==> src/hw/serializer_pkg.sv <==
package serializer_pkg;

   // task type, 0 to 2 are real types
   typedef logic [1:0] task_type_t;

   // request-only wildcard that matches any real type
   localparam task_type_t TASK_TYPE_ALL = 2'd3;

   // conflict hint, top bit flags a read-only task
   typedef logic [15:0] hint_t;
   localparam int HINT_RO_BIT = 15;

   typedef logic [15:0] timestamp_t;

   typedef struct packed {
      task_type_t ttype;
      hint_t      hint;
      timestamp_t ts;
   } task_t;

   // task queue slot that travels with the task
   typedef logic [3:0] cq_slot_t;

   typedef struct packed {
      task_t    tsk;
      cq_slot_t slot;
      logic     valid;
      logic     conflict;
   } ready_entry_t;

   // sized for the largest core count and list depth (16 each)
   localparam int CORE_ID_W   = 4;
   localparam int ENTRY_IDX_W = 4;

   typedef logic [CORE_ID_W-1:0]   core_id_t;
   typedef logic [ENTRY_IDX_W-1:0] entry_idx_t;

   // registered dispatch decision
   typedef struct packed {
      logic       valid;
      core_id_t   core;
      entry_idx_t index;
   } grant_t;

endpackage

==> src/hw/lowbit.sv <==
`timescale 1ns/1ps

module lowbit #(
   parameter int IN_WIDTH  = 8,
   parameter int OUT_WIDTH = 3
) (
   input  logic [IN_WIDTH-1:0]  in,
   output logic [OUT_WIDTH-1:0] out,
   output logic                 found
);

   // scan from the top so the lowest set bit is written last
   always_comb begin
      out = '0;
      for (int i = IN_WIDTH - 1; i >= 0; i--) begin
         if (in[i]) begin
            out = OUT_WIDTH'(i);
         end
      end
   end

   assign found = |in;

   always_comb begin
      if (found) begin
         assert (in[out])
            else $error("lowbit: index %0d does not select a set bit", out);
      end
   end

endmodule

==> src/hw/running_hint_table.sv <==
`timescale 1ns/1ps

module running_hint_table #(
   parameter int NUM_CORES = 4
) (
   input  logic                     clk,
   input  logic                     rstn,
   input  serializer_pkg::grant_t   grant,
   input  serializer_pkg::hint_t    grant_hint,
   input  logic                     fin_valid,
   input  serializer_pkg::core_id_t fin_core,
   input  serializer_pkg::hint_t    enq_hint,
   output logic                     enq_conflict,
   output serializer_pkg::hint_t    fin_hint,
   output logic                     fin_hint_valid,
   output logic                     all_cores_idle
);

   serializer_pkg::hint_t [NUM_CORES-1:0] run_hint;
   logic [NUM_CORES-1:0]                  run_valid;
   logic [NUM_CORES-1:0]                  grant_sel;
   logic [NUM_CORES-1:0]                  fin_sel;
   logic [NUM_CORES-1:0]                  run_match;
   serializer_pkg::hint_t                 enq_hint_rw;

   // one-hot views of the granted and the finishing core
   always_comb begin
      for (int i = 0; i < NUM_CORES; i++) begin
         grant_sel[i] = grant.valid && (grant.core == serializer_pkg::core_id_t'(i));
         fin_sel[i]   = fin_valid && (fin_core == serializer_pkg::core_id_t'(i));
      end
   end

   always_ff @(posedge clk) begin
      if (!rstn) begin
         run_valid <= '0;
      end else begin
         for (int i = 0; i < NUM_CORES; i++) begin
            if (grant_sel[i]) begin
               run_valid[i] <= 1'b1;
            end else if (fin_sel[i]) begin
               run_valid[i] <= 1'b0;
            end
         end
      end
   end

   always_ff @(posedge clk) begin
      for (int i = 0; i < NUM_CORES; i++) begin
         if (grant_sel[i]) begin
            run_hint[i] <= grant_hint;
         end
      end
   end

   // read-only flag is not part of the comparison
   always_comb begin
      enq_hint_rw = enq_hint;
      enq_hint_rw[serializer_pkg::HINT_RO_BIT] = 1'b0;
   end

   // a core finishing right now no longer blocks the new task
   always_comb begin
      fin_hint = '0;
      for (int i = 0; i < NUM_CORES; i++) begin
         run_match[i] = run_valid[i] && (run_hint[i] == enq_hint_rw) && !fin_sel[i];
         if (fin_sel[i]) begin
            fin_hint = run_hint[i];
         end
      end
   end

   assign enq_conflict   = |run_match;
   assign fin_hint_valid = |(fin_sel & run_valid);
   assign all_cores_idle = (run_valid == '0);

   // a finish always refers to a core holding a task handed out earlier
   a_fin_running : assert property (@(posedge clk) disable iff (!rstn)
      fin_valid |-> (fin_sel & run_valid) != '0);

endmodule

==> src/hw/ready_list.sv <==
`timescale 1ns/1ps

module ready_list #(
   parameter int LIST_DEPTH        = 8,
   parameter int ALMOST_FULL_LEVEL = 6
) (
   input  logic                                          clk,
   input  logic                                          rstn,
   input  logic                                          m_valid,
   input  serializer_pkg::task_t                         m_task,
   input  serializer_pkg::cq_slot_t                      m_slot,
   output logic                                          m_ready,
   input  logic                                          enq_conflict,
   input  serializer_pkg::hint_t                         fin_hint,
   input  logic                                          fin_hint_valid,
   input  serializer_pkg::grant_t                        grant,
   output serializer_pkg::ready_entry_t [LIST_DEPTH-1:0] entries,
   output serializer_pkg::task_t                         granted_task,
   output serializer_pkg::cq_slot_t                      granted_slot,
   output logic                                          almost_full
);

   localparam int IDX_W = $clog2(LIST_DEPTH);
   localparam logic [IDX_W:0] AF_LEVEL = ALMOST_FULL_LEVEL[IDX_W:0];

   serializer_pkg::ready_entry_t [LIST_DEPTH-1:0] list_q;
   serializer_pkg::ready_entry_t [LIST_DEPTH-1:0] list_d;
   serializer_pkg::ready_entry_t                  new_entry;
   serializer_pkg::task_t                         enq_task;
   logic [LIST_DEPTH-1:0]                         free_vec;
   logic [LIST_DEPTH-1:0]                         list_match;
   logic [LIST_DEPTH-1:0]                         clr_vec;
   logic [IDX_W-1:0]                              ins_idx;
   logic [IDX_W-1:0]                              clr_idx;
   logic [IDX_W-1:0]                              rem_idx;
   logic [IDX_W-1:0]                              push_idx;
   logic                                          ins_found;
   logic                                          clr_found;
   logic                                          push;
   logic                                          rem;
   logic [IDX_W:0]                                count_q;

   // incoming task with the read-only flag dropped
   always_comb begin
      enq_task = m_task;
      enq_task.hint[serializer_pkg::HINT_RO_BIT] = 1'b0;
   end

   always_comb begin
      for (int i = 0; i < LIST_DEPTH; i++) begin
         free_vec[i]   = !list_q[i].valid;
         list_match[i] = list_q[i].valid && (list_q[i].tsk.hint == enq_task.hint);
         clr_vec[i]    = fin_hint_valid && list_q[i].valid &&
                         (list_q[i].tsk.hint == fin_hint);
      end
   end

   always_comb begin
      new_entry.tsk      = enq_task;
      new_entry.slot     = m_slot;
      new_entry.valid    = 1'b1;
      new_entry.conflict = enq_conflict || (list_match != '0);
   end

   // lowest free entry, which is also the current occupancy
   lowbit #(
      .IN_WIDTH  (LIST_DEPTH),
      .OUT_WIDTH (IDX_W)
   ) ins_sel_i (
      .in    (free_vec),
      .out   (ins_idx),
      .found (ins_found)
   );

   // earliest waiting task with the finishing hint
   lowbit #(
      .IN_WIDTH  (LIST_DEPTH),
      .OUT_WIDTH (IDX_W)
   ) clr_sel_i (
      .in    (clr_vec),
      .out   (clr_idx),
      .found (clr_found)
   );

   assign m_ready  = m_valid && ins_found;
   assign push     = m_valid && m_ready;
   assign rem      = grant.valid;
   assign rem_idx  = grant.index[IDX_W-1:0];
   assign push_idx = rem ? ins_idx - 1'b1 : ins_idx;

   // conflict clear first, then the removal shift, then the insert
   always_comb begin
      list_d = list_q;
      if (clr_found) begin
         list_d[clr_idx].conflict = 1'b0;
      end
      if (rem) begin
         for (int i = 0; i < LIST_DEPTH - 1; i++) begin
            if (i >= int'(rem_idx)) begin
               list_d[i] = list_d[i+1];
            end
         end
         list_d[LIST_DEPTH-1].valid    = 1'b0;
         list_d[LIST_DEPTH-1].conflict = 1'b0;
      end
      if (push) begin
         list_d[push_idx] = new_entry;
      end
   end

   always_ff @(posedge clk) begin
      if (!rstn) begin
         for (int i = 0; i < LIST_DEPTH; i++) begin
            list_q[i].valid    <= 1'b0;
            list_q[i].conflict <= 1'b0;
         end
      end else begin
         list_q <= list_d;
      end
   end

   always_ff @(posedge clk) begin
      if (!rstn) begin
         count_q <= '0;
      end else begin
         case ({push, rem})
            2'b10:   count_q <= count_q + 1'b1;
            2'b01:   count_q <= count_q - 1'b1;
            default: count_q <= count_q;
         endcase
      end
   end

   assign almost_full  = (count_q >= AF_LEVEL);
   assign entries      = list_q;
   assign granted_task = list_q[rem_idx].tsk;
   assign granted_slot = list_q[rem_idx].slot;

   // the counter and the valid bits must move together through inserts and removals
   a_count_matches : assert property (@(posedge clk) disable iff (!rstn)
      count_q == $countones(~free_vec));

endmodule

==> src/hw/dispatch_arbiter.sv <==
`timescale 1ns/1ps

module dispatch_arbiter #(
   parameter int NUM_CORES  = 4,
   parameter int LIST_DEPTH = 8
) (
   input  logic                                          clk,
   input  logic                                          rstn,
   input  logic [NUM_CORES-1:0]                          s_req,
   input  serializer_pkg::task_type_t [NUM_CORES-1:0]    s_req_type,
   input  serializer_pkg::ready_entry_t [LIST_DEPTH-1:0] entries,
   output serializer_pkg::grant_t                        grant,
   output logic [NUM_CORES-1:0]                          s_grant
);

   localparam int CORE_W  = $clog2(NUM_CORES);
   localparam int IDX_W   = $clog2(LIST_DEPTH);
   localparam int N_TYPES = 2 ** $bits(serializer_pkg::task_type_t);

   logic [N_TYPES-1:0][LIST_DEPTH-1:0] type_ready;
   logic [LIST_DEPTH-1:0]              pend_ok;
   logic [NUM_CORES-1:0]               can_take;
   logic [LIST_DEPTH-1:0]              core_ready;
   logic [CORE_W-1:0]                  core_sel;
   logic [IDX_W-1:0]                   entry_sel;
   logic [IDX_W-1:0]                   last_idx;
   logic                               core_found;
   logic                               entry_found;

   assign last_idx = grant.index[IDX_W-1:0];

   // ready vectors per request type, skipping the entry that leaves this cycle
   always_comb begin
      for (int j = 0; j < LIST_DEPTH; j++) begin
         pend_ok[j] = entries[j].valid && !entries[j].conflict &&
                      !(grant.valid && (last_idx == IDX_W'(j)));
      end
      for (int t = 0; t < N_TYPES; t++) begin
         for (int j = 0; j < LIST_DEPTH; j++) begin
            if (t == int'(serializer_pkg::TASK_TYPE_ALL)) begin
               type_ready[t][j] = pend_ok[j] &&
                                  (entries[j].tsk.ttype < serializer_pkg::TASK_TYPE_ALL);
            end else begin
               type_ready[t][j] = pend_ok[j] &&
                                  (entries[j].tsk.ttype == serializer_pkg::task_type_t'(t));
            end
         end
      end
   end

   // no back to back grants to one core
   always_comb begin
      for (int i = 0; i < NUM_CORES; i++) begin
         can_take[i] = s_req[i] && (type_ready[s_req_type[i]] != '0) &&
                       !(grant.valid && (grant.core == serializer_pkg::core_id_t'(i)));
      end
   end

   lowbit #(
      .IN_WIDTH  (NUM_CORES),
      .OUT_WIDTH (CORE_W)
   ) core_sel_i (
      .in    (can_take),
      .out   (core_sel),
      .found (core_found)
   );

   assign core_ready = type_ready[s_req_type[core_sel]];

   lowbit #(
      .IN_WIDTH  (LIST_DEPTH),
      .OUT_WIDTH (IDX_W)
   ) entry_sel_i (
      .in    (core_ready),
      .out   (entry_sel),
      .found (entry_found)
   );

   always_ff @(posedge clk) begin
      if (!rstn) begin
         grant.valid <= 1'b0;
      end else begin
         grant.valid <= core_found && entry_found;
         grant.core  <= serializer_pkg::core_id_t'(core_sel);
         // previous grant is removed at this edge, so later entries move down one
         if (grant.valid && (entry_sel > last_idx)) begin
            grant.index <= serializer_pkg::entry_idx_t'(entry_sel - 1'b1);
         end else begin
            grant.index <= serializer_pkg::entry_idx_t'(entry_sel);
         end
      end
   end

   always_comb begin
      for (int i = 0; i < NUM_CORES; i++) begin
         s_grant[i] = grant.valid && (grant.core == serializer_pkg::core_id_t'(i));
      end
   end

   // after the shift the registered index still lands on a waiting, conflict-free entry
   a_grant_entry : assert property (@(posedge clk) disable iff (!rstn)
      grant.valid |-> entries[last_idx].valid && !entries[last_idx].conflict);

endmodule

==> src/hw/conflict_serializer.sv <==
`timescale 1ns/1ps

module conflict_serializer #(
   parameter int NUM_CORES         = 4,
   parameter int LIST_DEPTH        = 8,
   parameter int ALMOST_FULL_LEVEL = 6
) (
   input  logic                                       clk,
   input  logic                                       rstn,
   // enqueue side
   input  logic                                       m_valid,
   input  serializer_pkg::task_t                      m_task,
   input  serializer_pkg::cq_slot_t                   m_slot,
   output logic                                       m_ready,
   // core side
   input  logic [NUM_CORES-1:0]                       s_req,
   input  serializer_pkg::task_type_t [NUM_CORES-1:0] s_req_type,
   output logic [NUM_CORES-1:0]                       s_grant,
   output serializer_pkg::task_t                      s_task,
   output serializer_pkg::cq_slot_t                   s_slot,
   // finish side
   input  logic                                       fin_valid,
   input  serializer_pkg::core_id_t                   fin_core,
   // status
   output logic                                       almost_full,
   output logic                                       all_cores_idle
);

   serializer_pkg::ready_entry_t [LIST_DEPTH-1:0] entries;
   serializer_pkg::grant_t                        grant;
   serializer_pkg::hint_t                         fin_hint;
   logic                                          fin_hint_valid;
   logic                                          enq_conflict;

   // what runs on each core now
   running_hint_table #(
      .NUM_CORES (NUM_CORES)
   ) hint_table_i (
      .clk            (clk),
      .rstn           (rstn),
      .grant          (grant),
      .grant_hint     (s_task.hint),
      .fin_valid      (fin_valid),
      .fin_core       (fin_core),
      .enq_hint       (m_task.hint),
      .enq_conflict   (enq_conflict),
      .fin_hint       (fin_hint),
      .fin_hint_valid (fin_hint_valid),
      .all_cores_idle (all_cores_idle)
   );

   // what is waiting, oldest first
   ready_list #(
      .LIST_DEPTH        (LIST_DEPTH),
      .ALMOST_FULL_LEVEL (ALMOST_FULL_LEVEL)
   ) ready_list_i (
      .clk            (clk),
      .rstn           (rstn),
      .m_valid        (m_valid),
      .m_task         (m_task),
      .m_slot         (m_slot),
      .m_ready        (m_ready),
      .enq_conflict   (enq_conflict),
      .fin_hint       (fin_hint),
      .fin_hint_valid (fin_hint_valid),
      .grant          (grant),
      .entries        (entries),
      .granted_task   (s_task),
      .granted_slot   (s_slot),
      .almost_full    (almost_full)
   );

   dispatch_arbiter #(
      .NUM_CORES  (NUM_CORES),
      .LIST_DEPTH (LIST_DEPTH)
   ) arbiter_i (
      .clk        (clk),
      .rstn       (rstn),
      .s_req      (s_req),
      .s_req_type (s_req_type),
      .entries    (entries),
      .grant      (grant),
      .s_grant    (s_grant)
   );

endmodule

==> config.mk <==
export PLATFORM = sky130hd
export DESIGN_NAME = conflict_serializer
export DESIGN_NICKNAME = d
export VERILOG_FILES = /design/src/hw/serializer_pkg.sv /design/src/hw/lowbit.sv /design/src/hw/running_hint_table.sv /design/src/hw/ready_list.sv /design/src/hw/dispatch_arbiter.sv /design/src/hw/conflict_serializer.sv
export SDC_FILE = /design/constraint.sdc
export NUM_CORES = 1
export LEC_CHECK = 0
export BUFFER_PORTS_ARGS = -buffer_cell sky130_fd_sc_hd__buf_2
export CAP_MARGIN = 10
export CORE_MARGIN = 3
export CORE_UTILIZATION = 25
export DETAILED_ROUTE_END_ITERATION = 10
export PLACE_DENSITY = 0.35
export SETUP_SLACK_MARGIN = 0.2
export SYNTH_ARGS = -nofsm -noshare
export SYNTH_HDL_FRONTEND = slang
export SYNTH_HIERARCHICAL = 1
export SYNTH_SLANG_ARGS = --single-unit
==> constraint.sdc <==
create_clock -name clk -period 17.35 [get_ports clk]
set_input_delay 2.6025 -clock clk [delete_from_list [all_inputs] [get_ports clk]]
set_output_delay 2.6025 -clock clk [all_outputs]
set_load 0.02 [all_outputs]
-- After elaboration in Yosys (flattened, before gate mapping)
Cells that the tools add are included.
- $lt $le $gt $ge: 28
- equal/unequal tests: 51
- add/subtract/negate cells: 4
- multipliers: 0
- reduce and logical (&&, ||, !) cells: 171
- mux-type cells: 73
- div/mod/pow operators: 0
- shift operators: 0
- bitwise gates (word level): 1
- operators with widths (kind ; count):
    320-bit bitwise mux ; 2
    320-bit 2-to-1 mux ; 2
    40-bit 2-to-1 mux ; 9
    282-bit 2-to-1 mux ; 1
    40-bit demux with 3-bit select ; 2
    16-bit by 15-bit equality test with 1-bit output ; 12
    16-bit equality test ; 8
    40-bit binary-select mux with 3-bit select ; 1
    1-bit logical AND ; 110
    8-bit binary-select mux with 2-bit select ; 5
    3-bit 2-to-1 mux ; 26
    16-bit 2-to-1 mux ; 4
    8-bit 2-to-1 mux ; 5
    8-bit nonzero test ; 5
    1-bit logical NOT ; 32
    8-bit OR reduction ; 3
    2-bit equality test, second input constant ; 11
    2-bit by 1-bit equality test with 1-bit output, second input constant ; 10
    2-bit by 3-bit less-than comparator with 1-bit output, second input constant ; 6
    2-bit logical NOT ; 8
    2-bit less-than comparator, second input constant ; 8
    3-bit equality test, second input constant ; 4
    4-bit logical NOT ; 3
    3-bit by 4-bit less-than comparator with 1-bit output, second input constant ; 3
    other kinds (22) ; 48
- logic and storage cells: 388
- flip-flop bits (word level): 398
- latch bits: 0
- memories kept: 0
- RAM bits: 0
- ROM bits: 0
- output and inout bits: 45

-- Logic depth before layout (Yosys ltp)
Gate-level depths: netlist (run 1).
- word-level depth: 29
- gate-level depth with buffers: 25
- depth with buffers taken out: 24

-- By module
Netlist (run 1), hierarchy kept.
- modules (own cells, without submodules) (module ; times used ; cells an instance ; area each (um2) ; sequential area each (um2)):
    ready_list ; 1 ; 1945 ; 21461.8 ; 9499.1
    running_hint_table ; 1 ; 215 ; 3348.2 ; 2001.9
    dispatch_arbiter ; 1 ; 180 ; 1340.0 ; 200.2
    lowbit (arbiter_i.entry_sel_i ...) ; 3 ; 13 ; 81.3 ; 0.0
    lowbit (arbiter_i.core_sel_i) ; 1 ; 7 ; 35.0 ; 0.0

-- Worst setup path before layout (run 1)
Ideal clock, no wire load.
- path type: input to register
- from: input port s_req_type[0] in the netlist's numbering
- to: register, netlist name arbiter_i/grant[2]
- required time: 17.092 ns
- buffers on the path: 1
- data arrival time: 6.282 ns
- path slack: 10.810 ns
- stages: 19
- setup time: 0.258 ns
- path through: inv_1 -> o21ai_0 -> o221a_1 -> nor3_1 -> mux4_2 -> clkbuf_1 -> nor3_1 -> a21oi_1 -> o32a_1 -> nor2_1 -> a21oi_1 -> o41ai_1 -> inv_1 -> ha_1 -> nand3_1 -> nand2_1 -> a21oi_1 -> nand2_1 -> xnor2_1
- word-level cells in the longest chain between the ends: 21
- ends and longest elaborated chain (element ; line ; source):
    start, declared ; conflict_serializer.sv:17 ; input serializer_pkg::task_type_t [NUM_CORES-1:0] s_req_type,
    8-bit binary-select mux with 2-bit select (*) ; dispatch_arbiter.sv:54 ; can_take[i] = s_req[i] && (type_ready[s_req_type[i]] != '0) &&
    8-bit 2-to-1 mux (implied by the code) (*) ; dispatch_arbiter.sv:54 ;
    8-bit nonzero test (*) ; dispatch_arbiter.sv:54 ;
    1-bit logical AND (*) (2 in a row) ; dispatch_arbiter.sv:54 ;
    named net arbiter_i.can_take[0] ; dispatch_arbiter.sv:22 ; logic [NUM_CORES-1:0] can_take;
    2-bit 2-to-1 mux (*) ; lowbit.sv:16 ; if (in[i]) begin
    named net arbiter_i.core_sel[1] ; dispatch_arbiter.sv:24 ; logic [CORE_W-1:0] core_sel;
    2-bit binary-select mux with 2-bit select (*) ; dispatch_arbiter.sv:68 ; assign core_ready = type_ready[s_req_type[core_sel]];
    2-bit 2-to-1 mux (implied by the code) (*) ; dispatch_arbiter.sv:68 ;
    8-bit binary-select mux with 2-bit select (*) ; dispatch_arbiter.sv:68 ;
    8-bit 2-to-1 mux (implied by the code) (*) ; dispatch_arbiter.sv:68 ;
    named net arbiter_i.core_ready[7] ; dispatch_arbiter.sv:23 ; logic [LIST_DEPTH-1:0] core_ready;
    3-bit 2-to-1 mux (*) (8 in a row) ; lowbit.sv:16 ;
    named net arbiter_i.entry_sel[0] ; dispatch_arbiter.sv:25 ; logic [IDX_W-1:0] entry_sel;
    3-bit greater-than comparator ; dispatch_arbiter.sv:86 ; if (grant.valid && (entry_sel > last_idx)) begin
    1-bit logical AND ; dispatch_arbiter.sv:86 ;
    3-bit 2-to-1 mux (*) ; dispatch_arbiter.sv:86 ;
The timed path passes the listed nets; every way through them passes the cells marked *. The select of a mux whose other input is x is not followed.
A chain may end at the register's enable or synchronous reset.

-- Worst setup path after layout (run 1)
- from: register, netlist name arbiter_i/grant[2]
- to: register, netlist name arbiter_i/grant[2]
- RTL lines (element ; line ; source):
    3-bit by 1-bit equality test with 1-bit output, or another cell as far along ; dispatch_arbiter.sv:36 ; !(grant.valid && (last_idx == IDX_W'(j)));
    1-bit logical AND ; dispatch_arbiter.sv:36 ;
    1-bit logical NOT ; dispatch_arbiter.sv:36 ;
    1-bit logical AND ; dispatch_arbiter.sv:35 ; pend_ok[j] = entries[j].valid && !entries[j].conflict &&
    1-bit logical AND (on tied branches) ; dispatch_arbiter.sv:44, dispatch_arbiter.sv:41 ;
    8-bit binary-select mux with 2-bit select (*) ; dispatch_arbiter.sv:54 ;
    8-bit 2-to-1 mux (implied by the code) (*) ; dispatch_arbiter.sv:54 ;
    8-bit nonzero test (*) ; dispatch_arbiter.sv:54 ;
    (+2 left out) ; - ;
    named net arbiter_i.can_take[0] ; dispatch_arbiter.sv:22 ;
    (+1 left out) ; - ;
    named net arbiter_i.core_sel[1] ; dispatch_arbiter.sv:24 ;
    (+2 left out) ; - ;
    8-bit binary-select mux with 2-bit select (*) ; dispatch_arbiter.sv:68 ;
    8-bit 2-to-1 mux (implied by the code) (*) ; dispatch_arbiter.sv:68 ;
    named net arbiter_i.core_ready[7] ; dispatch_arbiter.sv:23 ;
    3-bit 2-to-1 mux (*) (8 in a row) ; lowbit.sv:16 ;
    named net arbiter_i.entry_sel[1] ; dispatch_arbiter.sv:25 ;
    3-bit greater-than comparator ; dispatch_arbiter.sv:86 ;
    1-bit logical AND ; dispatch_arbiter.sv:86 ;
    3-bit 2-to-1 mux (*) ; dispatch_arbiter.sv:86 ;
Marked as above.

==> results.sh, run 1 <==
export IMPL_first_pass_iters=6
export IMPL_ys_warnings_count=6
export IMPL_grt_pass1_wl_um=138000
export IMPL_leakage_nw=10.0
export IMPL_wirelength_um=95800
export IMPL_tightest_slew_ns=1.09
export IMPL_grt_total_usage_pct=17.3
export IMPL_dp_hpwl_um=60900
export IMPL_crit_arrival_ns=7.98
export IMPL_dpl_cell_area_um2=28000
export IMPL_cpMaxStageDelayCell="edfxtp_1"
export IMPL_coreArea_um2=104000
export IMPL_max_freq_ghz=0.131
export IMPL_powerDensity_nw_per_um2=123
export IMPL_rsz0062_at_grt="false"
export IMPL_cts_resized=0
export IMPL_dr_wl_met3_um=3800
export IMPL_cts_sinks=397
export IMPL_fp_dieArea_um2=109000
export IMPL_synthCells=2382
export IMPL_fin_crit_sh_pct=43.9
export IMPL_num_rows=118
export IMPL_final_area_um2=29600
export IMPL_end_kind="flip-flop"
export IMPL_cts_setup_buffers=0
export IMPL_cts_buffers_inserted=52
export IMPL_ctsHoldBuffers=0
export IMPL_fin_tns_setup_ns=0
export IMPL_clockBufferDepth=3
export IMPL_place_ws_ns=9.47
export IMPL_synth_cell_area_um2=26400
export IMPL_grt_pass1_vias=18723
export IMPL_maxCapViolCount=0
export IMPL_min_period_ns=7.61
export IMPL_clock_latency_ns=0.64
export IMPL_die_w_um=331
export IMPL_ant_nets=0
export IMPL_grt_max_degree=93
export IMPL_path_clk_slew_ns=0.05
export IMPL_wl_met1_um=44700
export IMPL_cp_start_kind="flip-flop"
export IMPL_highest_layer="met5"
export IMPL_maxSlewHeadroom_pct=27.2
export IMPL_cpPeakStageDelay_ns=0.87
export IMPL_crit_required_ns=17.72
export IMPL_vdd_drop_max_mv=0.0702
export IMPL_status="finished, final reports clean"
export IMPL_cts_tree="done"
export IMPL_pin_count=103
export IMPL_criticalPathCategory="reg2reg"
export IMPL_vias=18727
export IMPL_fin_hold_ws_ns=0.497
export IMPL_num_nets_final=2448
export IMPL_setup_viol=0
export IMPL_fillers=10766
export IMPL_grt_remaining_overflow=0
export IMPL_htreeDepth=2
export IMPL_met2_length_um=45400
export IMPL_routedWlPerCell_um=25.2
export IMPL_drt_iter0_drc=1375
export IMPL_fp_dieH_um=331
export IMPL_hold_violations=0
export IMPL_initial_core_util_pct=25.3
export IMPL_fin_skew_ns=0.0317
export IMPL_gp_congestion=0.849
export IMPL_syn_to_final_growth_pct=12.1
export IMPL_antenna_found_initial=3
export IMPL_drc_errors=0
export IMPL_worst_slack_ns=9.74
export IMPL_slew_violations=0
export IMPL_drive_gt1_share_pct=15.3
export IMPL_numPortBuffers=101
export IMPL_worstHoldPathType="reg2reg"
export IMPL_root_buffer="clkbuf_16"
export IMPL_detail_route_vias_per_cell=4.92
export IMPL_cp_max_fo=38
export IMPL_cp_cell_sequence="buf_4 > nand4b_1 > and4b_1 > or4b_4 > a2111oi_4 > mux2i_1 > o221a_1 > nor3_1 > mux4_2 > nor3_1 > a21oi_1 > o32a_1 > nor2_1 > o21ai_0 > a21boi_0 > ha_1 > nand3_1 > nand2_1 > a21oi_1 > nand2_1 > xnor2_1"
export IMPL_syn_area_per_cell_um2=11.1
flip-flops by register name (all words and copies together), names as in the netlist:
name,flops
ready_list_i/entries,319
hint_table_i/run_valid,4
ready_list_i/count_q,4
arbiter_i/grant,6
hint_table_i/run_hint,64
power by group:
part           switching (W)  leakage [nW]  internal (W)
Combinational       0.000659          5.54      0.000470
Clock               0.000451         0.773      0.000598
Sequential          0.000184          3.70       0.00127
Total                0.00129          10.0       0.00234
placed cells by master, fill, tap and decap left out, types with 13 or more instances in the layout:
master	instances
xnor2_1	151
buf_4	41
nor2_1	90
mux4_2	92
nor4_1	47
clkbuf_16	52
nand2b_1	13
nand4_1	47
inv_1	39
edfxtp_1	372
clkbuf_1	19
mux2i_1	276
nand3_1	24
dfxtp_1	24
mux2_2	38
nor3_1	18
o21ai_0	197
and3_1	19
xor2_1	164
buf_2	100
and2_1	41
a21oi_1	71
o21ai_1	58
nand2_1	260
nor2b_1	14
stage by stage:
step | instances | util (%) | total power [W]
floorplan | 2383 | - | 0.00220
CTS | 3804 | 28.4 | 0.00369
global route | 3804 | 28.4 | 0.00383
finish | 3806 | 28.4 | 0.00363
detailed placement | 3707 | 26.9 | 0.00262
global placement | 3707 | 26.9 | 0.00260
final timing paths:
check | startpoint | endpoint | slack, ns | depth (start not counted)
hold / removal | ready_list_i/count_q[3] | ready_list_i/count_q[3] | 0.50 | 2
hold reg to reg | ready_list_i/count_q[3] | ready_list_i/count_q[3] | 0.50 | 2
setup reg to reg | arbiter_i/grant[2] | arbiter_i/grant[2] | 9.74 | 21
setup / recovery | arbiter_i/grant[2] | arbiter_i/grant[2] | 9.74 | 21
final cells by class:
cell class / count / area (um^2) / area share (%)
timing repair buffer: 144 / 863 / 2.92
clock buffer: 71 / 1370 / 4.64
inverter: 39 / 146 / 0.495
tap: 1380 / 1730 / 5.84
antenna: 2 / 5.00 / 0.0169
clock inverter: 26 / 223 / 0.753
multi-input combinational: 1747 / 13600 / 45.9
sequential: 397 / 11700 / 39.5
metal layers:
layer  global-route usage, %  up-vias
li1                        -     8752
met4                    3.67        4
met2                    28.7      428
met3                    2.36       99
met1                    23.9     9444
met5                       0        -
critical path, delay by kind of cell (launching register included):
family,cells,cell delay (ns)
AND/OR/NAND/NOR,9,2.48
AO/OA/AOI/OAI,7,1.79
multiplexers,2,0.96
flip-flops,1,0.87
buffers and inverters,1,0.77
adder cells (fa/ha/maj),1,0.33
XOR/XNOR,1,0.13
(Power assumes the default switching activity.)
==> run 2: changes to the inputs <==
- ABC_AREA: not set -> 1
- PLACE_DENSITY: 0.35 -> 0.36
- clock period: 17.35 -> 6.2 ns (I/O delays scaled with it)
==> results.sh, run 2 <==
export IMPL_status="finished, final reports clean"
export IMPL_path_clk_slew_ns=0.06
export IMPL_cts_buffers_inserted=54
export IMPL_htreeDepth=2
export IMPL_clockBufferDepth=3
export IMPL_synthCells=3909
export IMPL_min_period_ns=5.18
export IMPL_reg2reg_depth=28
export IMPL_slew_violations=0
export IMPL_crit_arrival_ns=4.25
export IMPL_largest_reg_flops=319
export IMPL_gp_congestion=0.936
export IMPL_grt_max_degree=93
export IMPL_fin_tns_setup_ns=0
export IMPL_leakage_nw=13.3
export IMPL_antenna_found_initial=1
export IMPL_grt_total_usage_pct=21.1
export IMPL_pin_count=103
export IMPL_maxCapViolCount=0
export IMPL_cp_start_kind="flip-flop"
export IMPL_wirelength_um=124000
export IMPL_end_kind="output port"
export IMPL_syn_to_final_growth_pct=12.4
export IMPL_synth_cell_area_um2=27600
export IMPL_syn_area_per_cell_um2=7.06
export IMPL_antennaDiodeCount=0
export IMPL_rsz0062_at_grt="false"
export IMPL_drt_iter0_drc=2444
export IMPL_fin_crit_sh_pct=83.5
export IMPL_initial_core_util_pct=25.3
export IMPL_numPortBuffers=101
export IMPL_layout_common_cells="nand2_1 (1,250), o21ai_0 (583), inv_1 (447)"
export IMPL_fin_skew_ns=0.0253
export IMPL_cts_tree="done"
export IMPL_max_freq_ghz=0.193
export IMPL_final_common_cell="nand2_1"
export IMPL_drive_gt1_share_pct=7.38
export IMPL_maxSlewHeadroom_pct=21.7
export IMPL_cts_setup_buffers=0
export IMPL_cts_resized=0
export IMPL_crit_required_ns=5.27
export IMPL_grt_remaining_overflow=0
export IMPL_vias=26667
export IMPL_cts_sinks=397
export IMPL_vdd_drop_max_mv=0.262
export IMPL_holdPathStages=2
export IMPL_worstHoldPathType="reg2reg"
export IMPL_first_pass_iters=8
export IMPL_fp_dieH_um=338
export IMPL_fin_hold_ws_ns=0.469
export IMPL_cp_max_fo=35
export IMPL_root_buffer="clkbuf_16"
export IMPL_hold_violations=0
export IMPL_criticalPathCategory="reg2out"
export IMPL_detail_route_vias_per_cell=4.92
export IMPL_drc_errors=0
export IMPL_grt_pass1_wl_um=181000
export IMPL_fin_util_pct=28.4
export IMPL_dp_hpwl_um=85500
export IMPL_die_w_um=338
export IMPL_num_rows=121
export IMPL_setup_viol=0
export IMPL_ys_warnings_count=6
export IMPL_ant_nets=0
export IMPL_powerDensity_nw_per_um2=525
export IMPL_ctsHoldBuffers=0
export IMPL_coreArea_um2=109000
export IMPL_clock_latency_ns=0.66
export IMPL_num_nets_final=3965
export IMPL_fp_dieArea_um2=114000
export IMPL_grt_pass1_vias=25643
export IMPL_tightest_slew_ns=1.17
export IMPL_routedWlPerCell_um=22.9
export IMPL_fillers=12213
==> run 2: path summary, 6_finish.rpt <==
check,from,to,slack [ns]
max,arbiter_i/grant[1],s_task[31],1.02
min,ready_list_i/count_q[3],ready_list_i/count_q[3],0.47
max reg2reg,arbiter_i/grant[1],arbiter_i/grant[2],1.04
min reg2reg,ready_list_i/count_q[3],ready_list_i/count_q[3],0.47
==> run 2: final cells by class <==
class	count	area, um^2	area share (%)
well taps	1476	1850	5.95
repair buffers	156	941	3.03
multi-input cells	2815	13100	42.1
clock buffers	75	1490	4.80
inverters	474	1790	5.78
clock inverters	24	241	0.778
flip-flops and latches	397	11700	37.6
==> run 2: metrics by stage <==
stage / worst slack (ns) / power, W / instance area (um^2) / std cells
detailed placement: 0.967 / 0.0132 / 29300 / 5318
finish: 1.02 / 0.0163 / 31000 / 5417
global route: 0.398 / 0.0176 / 31000 / 5417
floorplan: 2.12 / 0.0102 / 27600 / 3910
global placement: 0.923 / 0.0133 / 29300 / 5318
CTS: 1.04 / 0.0165 / 31000 / 5417
==> run 2: layer usage <==
| metal | GRT usage, % | wire length (um) |
|---|---|---|
| met1 | 28.5 | 56000 |
| met3 | 2.32 | 6240 |
| met4 | 7.14 | 4110 |
| met2 | 35.2 | 57900 |
| met5 | 0 | 0 |
==> run 2: worst max-delay path, stage by stage, from the launching register on <==
cell and delay (ns):
edfxtp_1 0.32, buf_4 0.28, buf_4 0.62, inv_1 0.50, buf_4 0.39, a21oi_1 0.14
o21ai_0 0.10, nand2_1 0.12, a32oi_1 0.07, o21ai_1 0.67, buf_2 0.34
==> run 2: power by group <==
part / leakage, nW / total, W / internal, W / switching, W
combinational: 8.56 / 0.00795 / 0.00226 / 0.00568
sequential: 3.91 / 0.00520 / 0.00432 / 0.000878
clock: 0.844 / 0.00315 / 0.00184 / 0.00131
total: 13.3 / 0.0163 / 0.00842 / 0.00788
==> run 3: changes to the inputs <==
- ABC_AREA: 1 -> 0
- PLACE_DENSITY: 0.36 -> 0.35
- clock period: 6.2 -> 5.1 ns (I/O delays scaled with it)
==> results.sh, run 3 (same netlist as run 1, synthesis figures left out) <==
export IMPL_status="finished with violations"
export IMPL_violations="setup timing"
export IMPL_layout_common_cells="edfxtp_1 (372), mux2i_1 (276), nand2_1 (260)"
export IMPL_initial_core_util_pct=25.3
export IMPL_detail_route_vias_per_cell=4.90
export IMPL_antenna_found_initial=4
export IMPL_fp_dieArea_um2=109000
export IMPL_path_clk_slew_ns=0.06
export IMPL_root_buffer="clkbuf_16"
export IMPL_worst_path_most_repeated_cell="buf_4"
export IMPL_place_ws_ns=-0.224
export IMPL_numPortBuffers=101
export IMPL_r2r_start="arbiter_i/grant[1]"
export IMPL_dp_hpwl_um=66300
export IMPL_clockBufferDepth=3
export IMPL_cp_num_cells=25
export IMPL_drt_iter0_drc=1428
export IMPL_grt_pass1_wl_um=144000
export IMPL_fp_dieH_um=331
export IMPL_drc_errors=0
export IMPL_cp_start_kind="flip-flop"
export IMPL_grt_pass1_vias=19577
export IMPL_routedWlPerCell_um=25.2
export IMPL_first_pass_iters=5
export IMPL_crit_arrival_ns=5.65
export IMPL_rsz0062_at_grt="true"
export IMPL_ctsHoldBuffers=0
export IMPL_maxSlewHeadroom_pct=24.8
export IMPL_ant_nets=0
export IMPL_slew_violations=0
export IMPL_worst_slack_ns=-0.188
export IMPL_max_freq_ghz=0.189
export IMPL_fillers=10772
export IMPL_cp_max_fo=19
export IMPL_htreeDepth=2
export IMPL_crit_start="arbiter_i/grant[1]"
export IMPL_multiInputGateArea_um2=13600
export IMPL_vias=19308
export IMPL_tightest_slew_ns=1.13
export IMPL_worstHoldPathType="reg2reg"
export IMPL_cpPeakStageDelay_ns=0.55
export IMPL_syn_to_final_growth_pct=17.4
export IMPL_min_from="ready_list_i/count_q[3]"
export IMPL_path_buf_inv=5
export IMPL_crit_required_ns=5.46
export IMPL_num_rows=118
export IMPL_grt_remaining_overflow=0
export IMPL_wirelength_um=99200
export IMPL_num_nets_final=2582
export IMPL_gp_congestion=0.837
export IMPL_setup_viol=3
export IMPL_coreArea_um2=104000
export IMPL_cts_sinks=397
export IMPL_grt_max_degree=146
export IMPL_vdd_drop_max_mv=0.231
export IMPL_maxCapViolCount=0
export IMPL_fin_hold_ws_ns=0.514
export IMPL_seqCellArea_um2=11700
export IMPL_powerDensity_nw_per_um2=416
export IMPL_final_common_cell="edfxtp_1"
export IMPL_clock_latency_ns=0.65
export IMPL_die_w_um=331
export IMPL_leakage_nw=10.8
export IMPL_cpMaxStageDelayCell="mux4_2"
export IMPL_fin_crit_sh_pct=104
export IMPL_criticalPathCategory="reg2reg"
export IMPL_fin_skew_ns=0.0417
export IMPL_grt_total_usage_pct=17.9
export IMPL_reg2reg_depth=25
export IMPL_hold_violations=0
export IMPL_pin_count=103
export IMPL_antennaDiodeCount=0
export IMPL_cts_buffers_inserted=54
export IMPL_cts_tree="done"
export IMPL_end_kind="flip-flop"
export IMPL_min_period_ns=5.29
export IMPL_holdPathStages=2
export IMPL_drive_gt1_share_pct=20.7
export IMPL_cpLargestDelayFamily="simple AND/OR/NAND/NOR gates"
export IMPL_largest_reg_flops=319
==> run 3: cell count changes in the layout (fill, tap and decap cells not counted), sizes merged, moves of 137 or more <==
| cell | before | now |
|---|---|---|
| mux2i | 0 | 276 |
| xnor2 | 13 | 151 |
| nor2 | 282 | 97 |
| xor2 | 27 | 164 |
| inv | 470 | 41 |
| o21ai | 698 | 255 |
| nand2 | 1256 | 263 |
==> run 3: routing by layer <==
metal	part of all wire (%)	up-vias	wire [um]	track usage [%]
met3	3.6	78	3610	2.05
li1	-	9006	-	-
met2	48	413	47200	30.0
met5	0	-	0	0
met1	47	9811	47000	25.2
met4	1.5	0	1450	3.01
==> run 3: per-stage QoR <==
step	cell area, um^2	instances	TNS, ns	utilization, %	total power, W
finish	31000	3940	-0.547	29.8	0.0129
global route	31000	3940	-1.44	29.8	0.0136
CTS	30900	3940	-0.483	29.7	0.0131
detailed placement	29100	3833	-0.709	28.0	0.00915
global placement	29100	3833	-0.764	28.0	0.00908
floorplan	26400	2383	0	-	0.00750
==> run 3: cell type report <==
class | instances | share of cell area (%)
clock buffer | 65 | 4.56
clock inverter | 36 | 1.13
inverter | 39 | 0.473
multi-input combinational | 1747 | 44.0
sequential | 397 | 37.7
tap | 1380 | 5.57
timing repair buffer | 276 | 6.58
==> run 3: final timing paths <==
path	slack, ns	to
setup / recovery	-0.19	arbiter_i/grant[0]
hold / removal	0.51	ready_list_i/count_q[3]
setup reg to reg	-0.19	arbiter_i/grant[0]
hold reg to reg	0.51	ready_list_i/count_q[3]
==> run 3: report_power, final <==
| part | switching, W | leakage [nW] | total (W) | internal [W] |
|---|---|---|---|---|
| clock | 0.00159 | 0.864 | 0.00382 | 0.00223 |
| sequential | 0.000587 | 3.70 | 0.00491 | 0.00433 |
| combinational | 0.00236 | 6.26 | 0.00416 | 0.00180 |
==> run 3: tightest hold or removal path: cells and delay by family, from the launching register on <==
kind / cells / cell delay (ns)
compound gates: 2 / 0.15
flops: 1 / 0.31
==> run 3: what timing repair did <==
item	4_1_cts	5_1_grt
endpoints found under the setup margin	3	3
resized for setup	4	5
buffers inserted	6	0
gates cloned	0	0
pin swaps	1	3
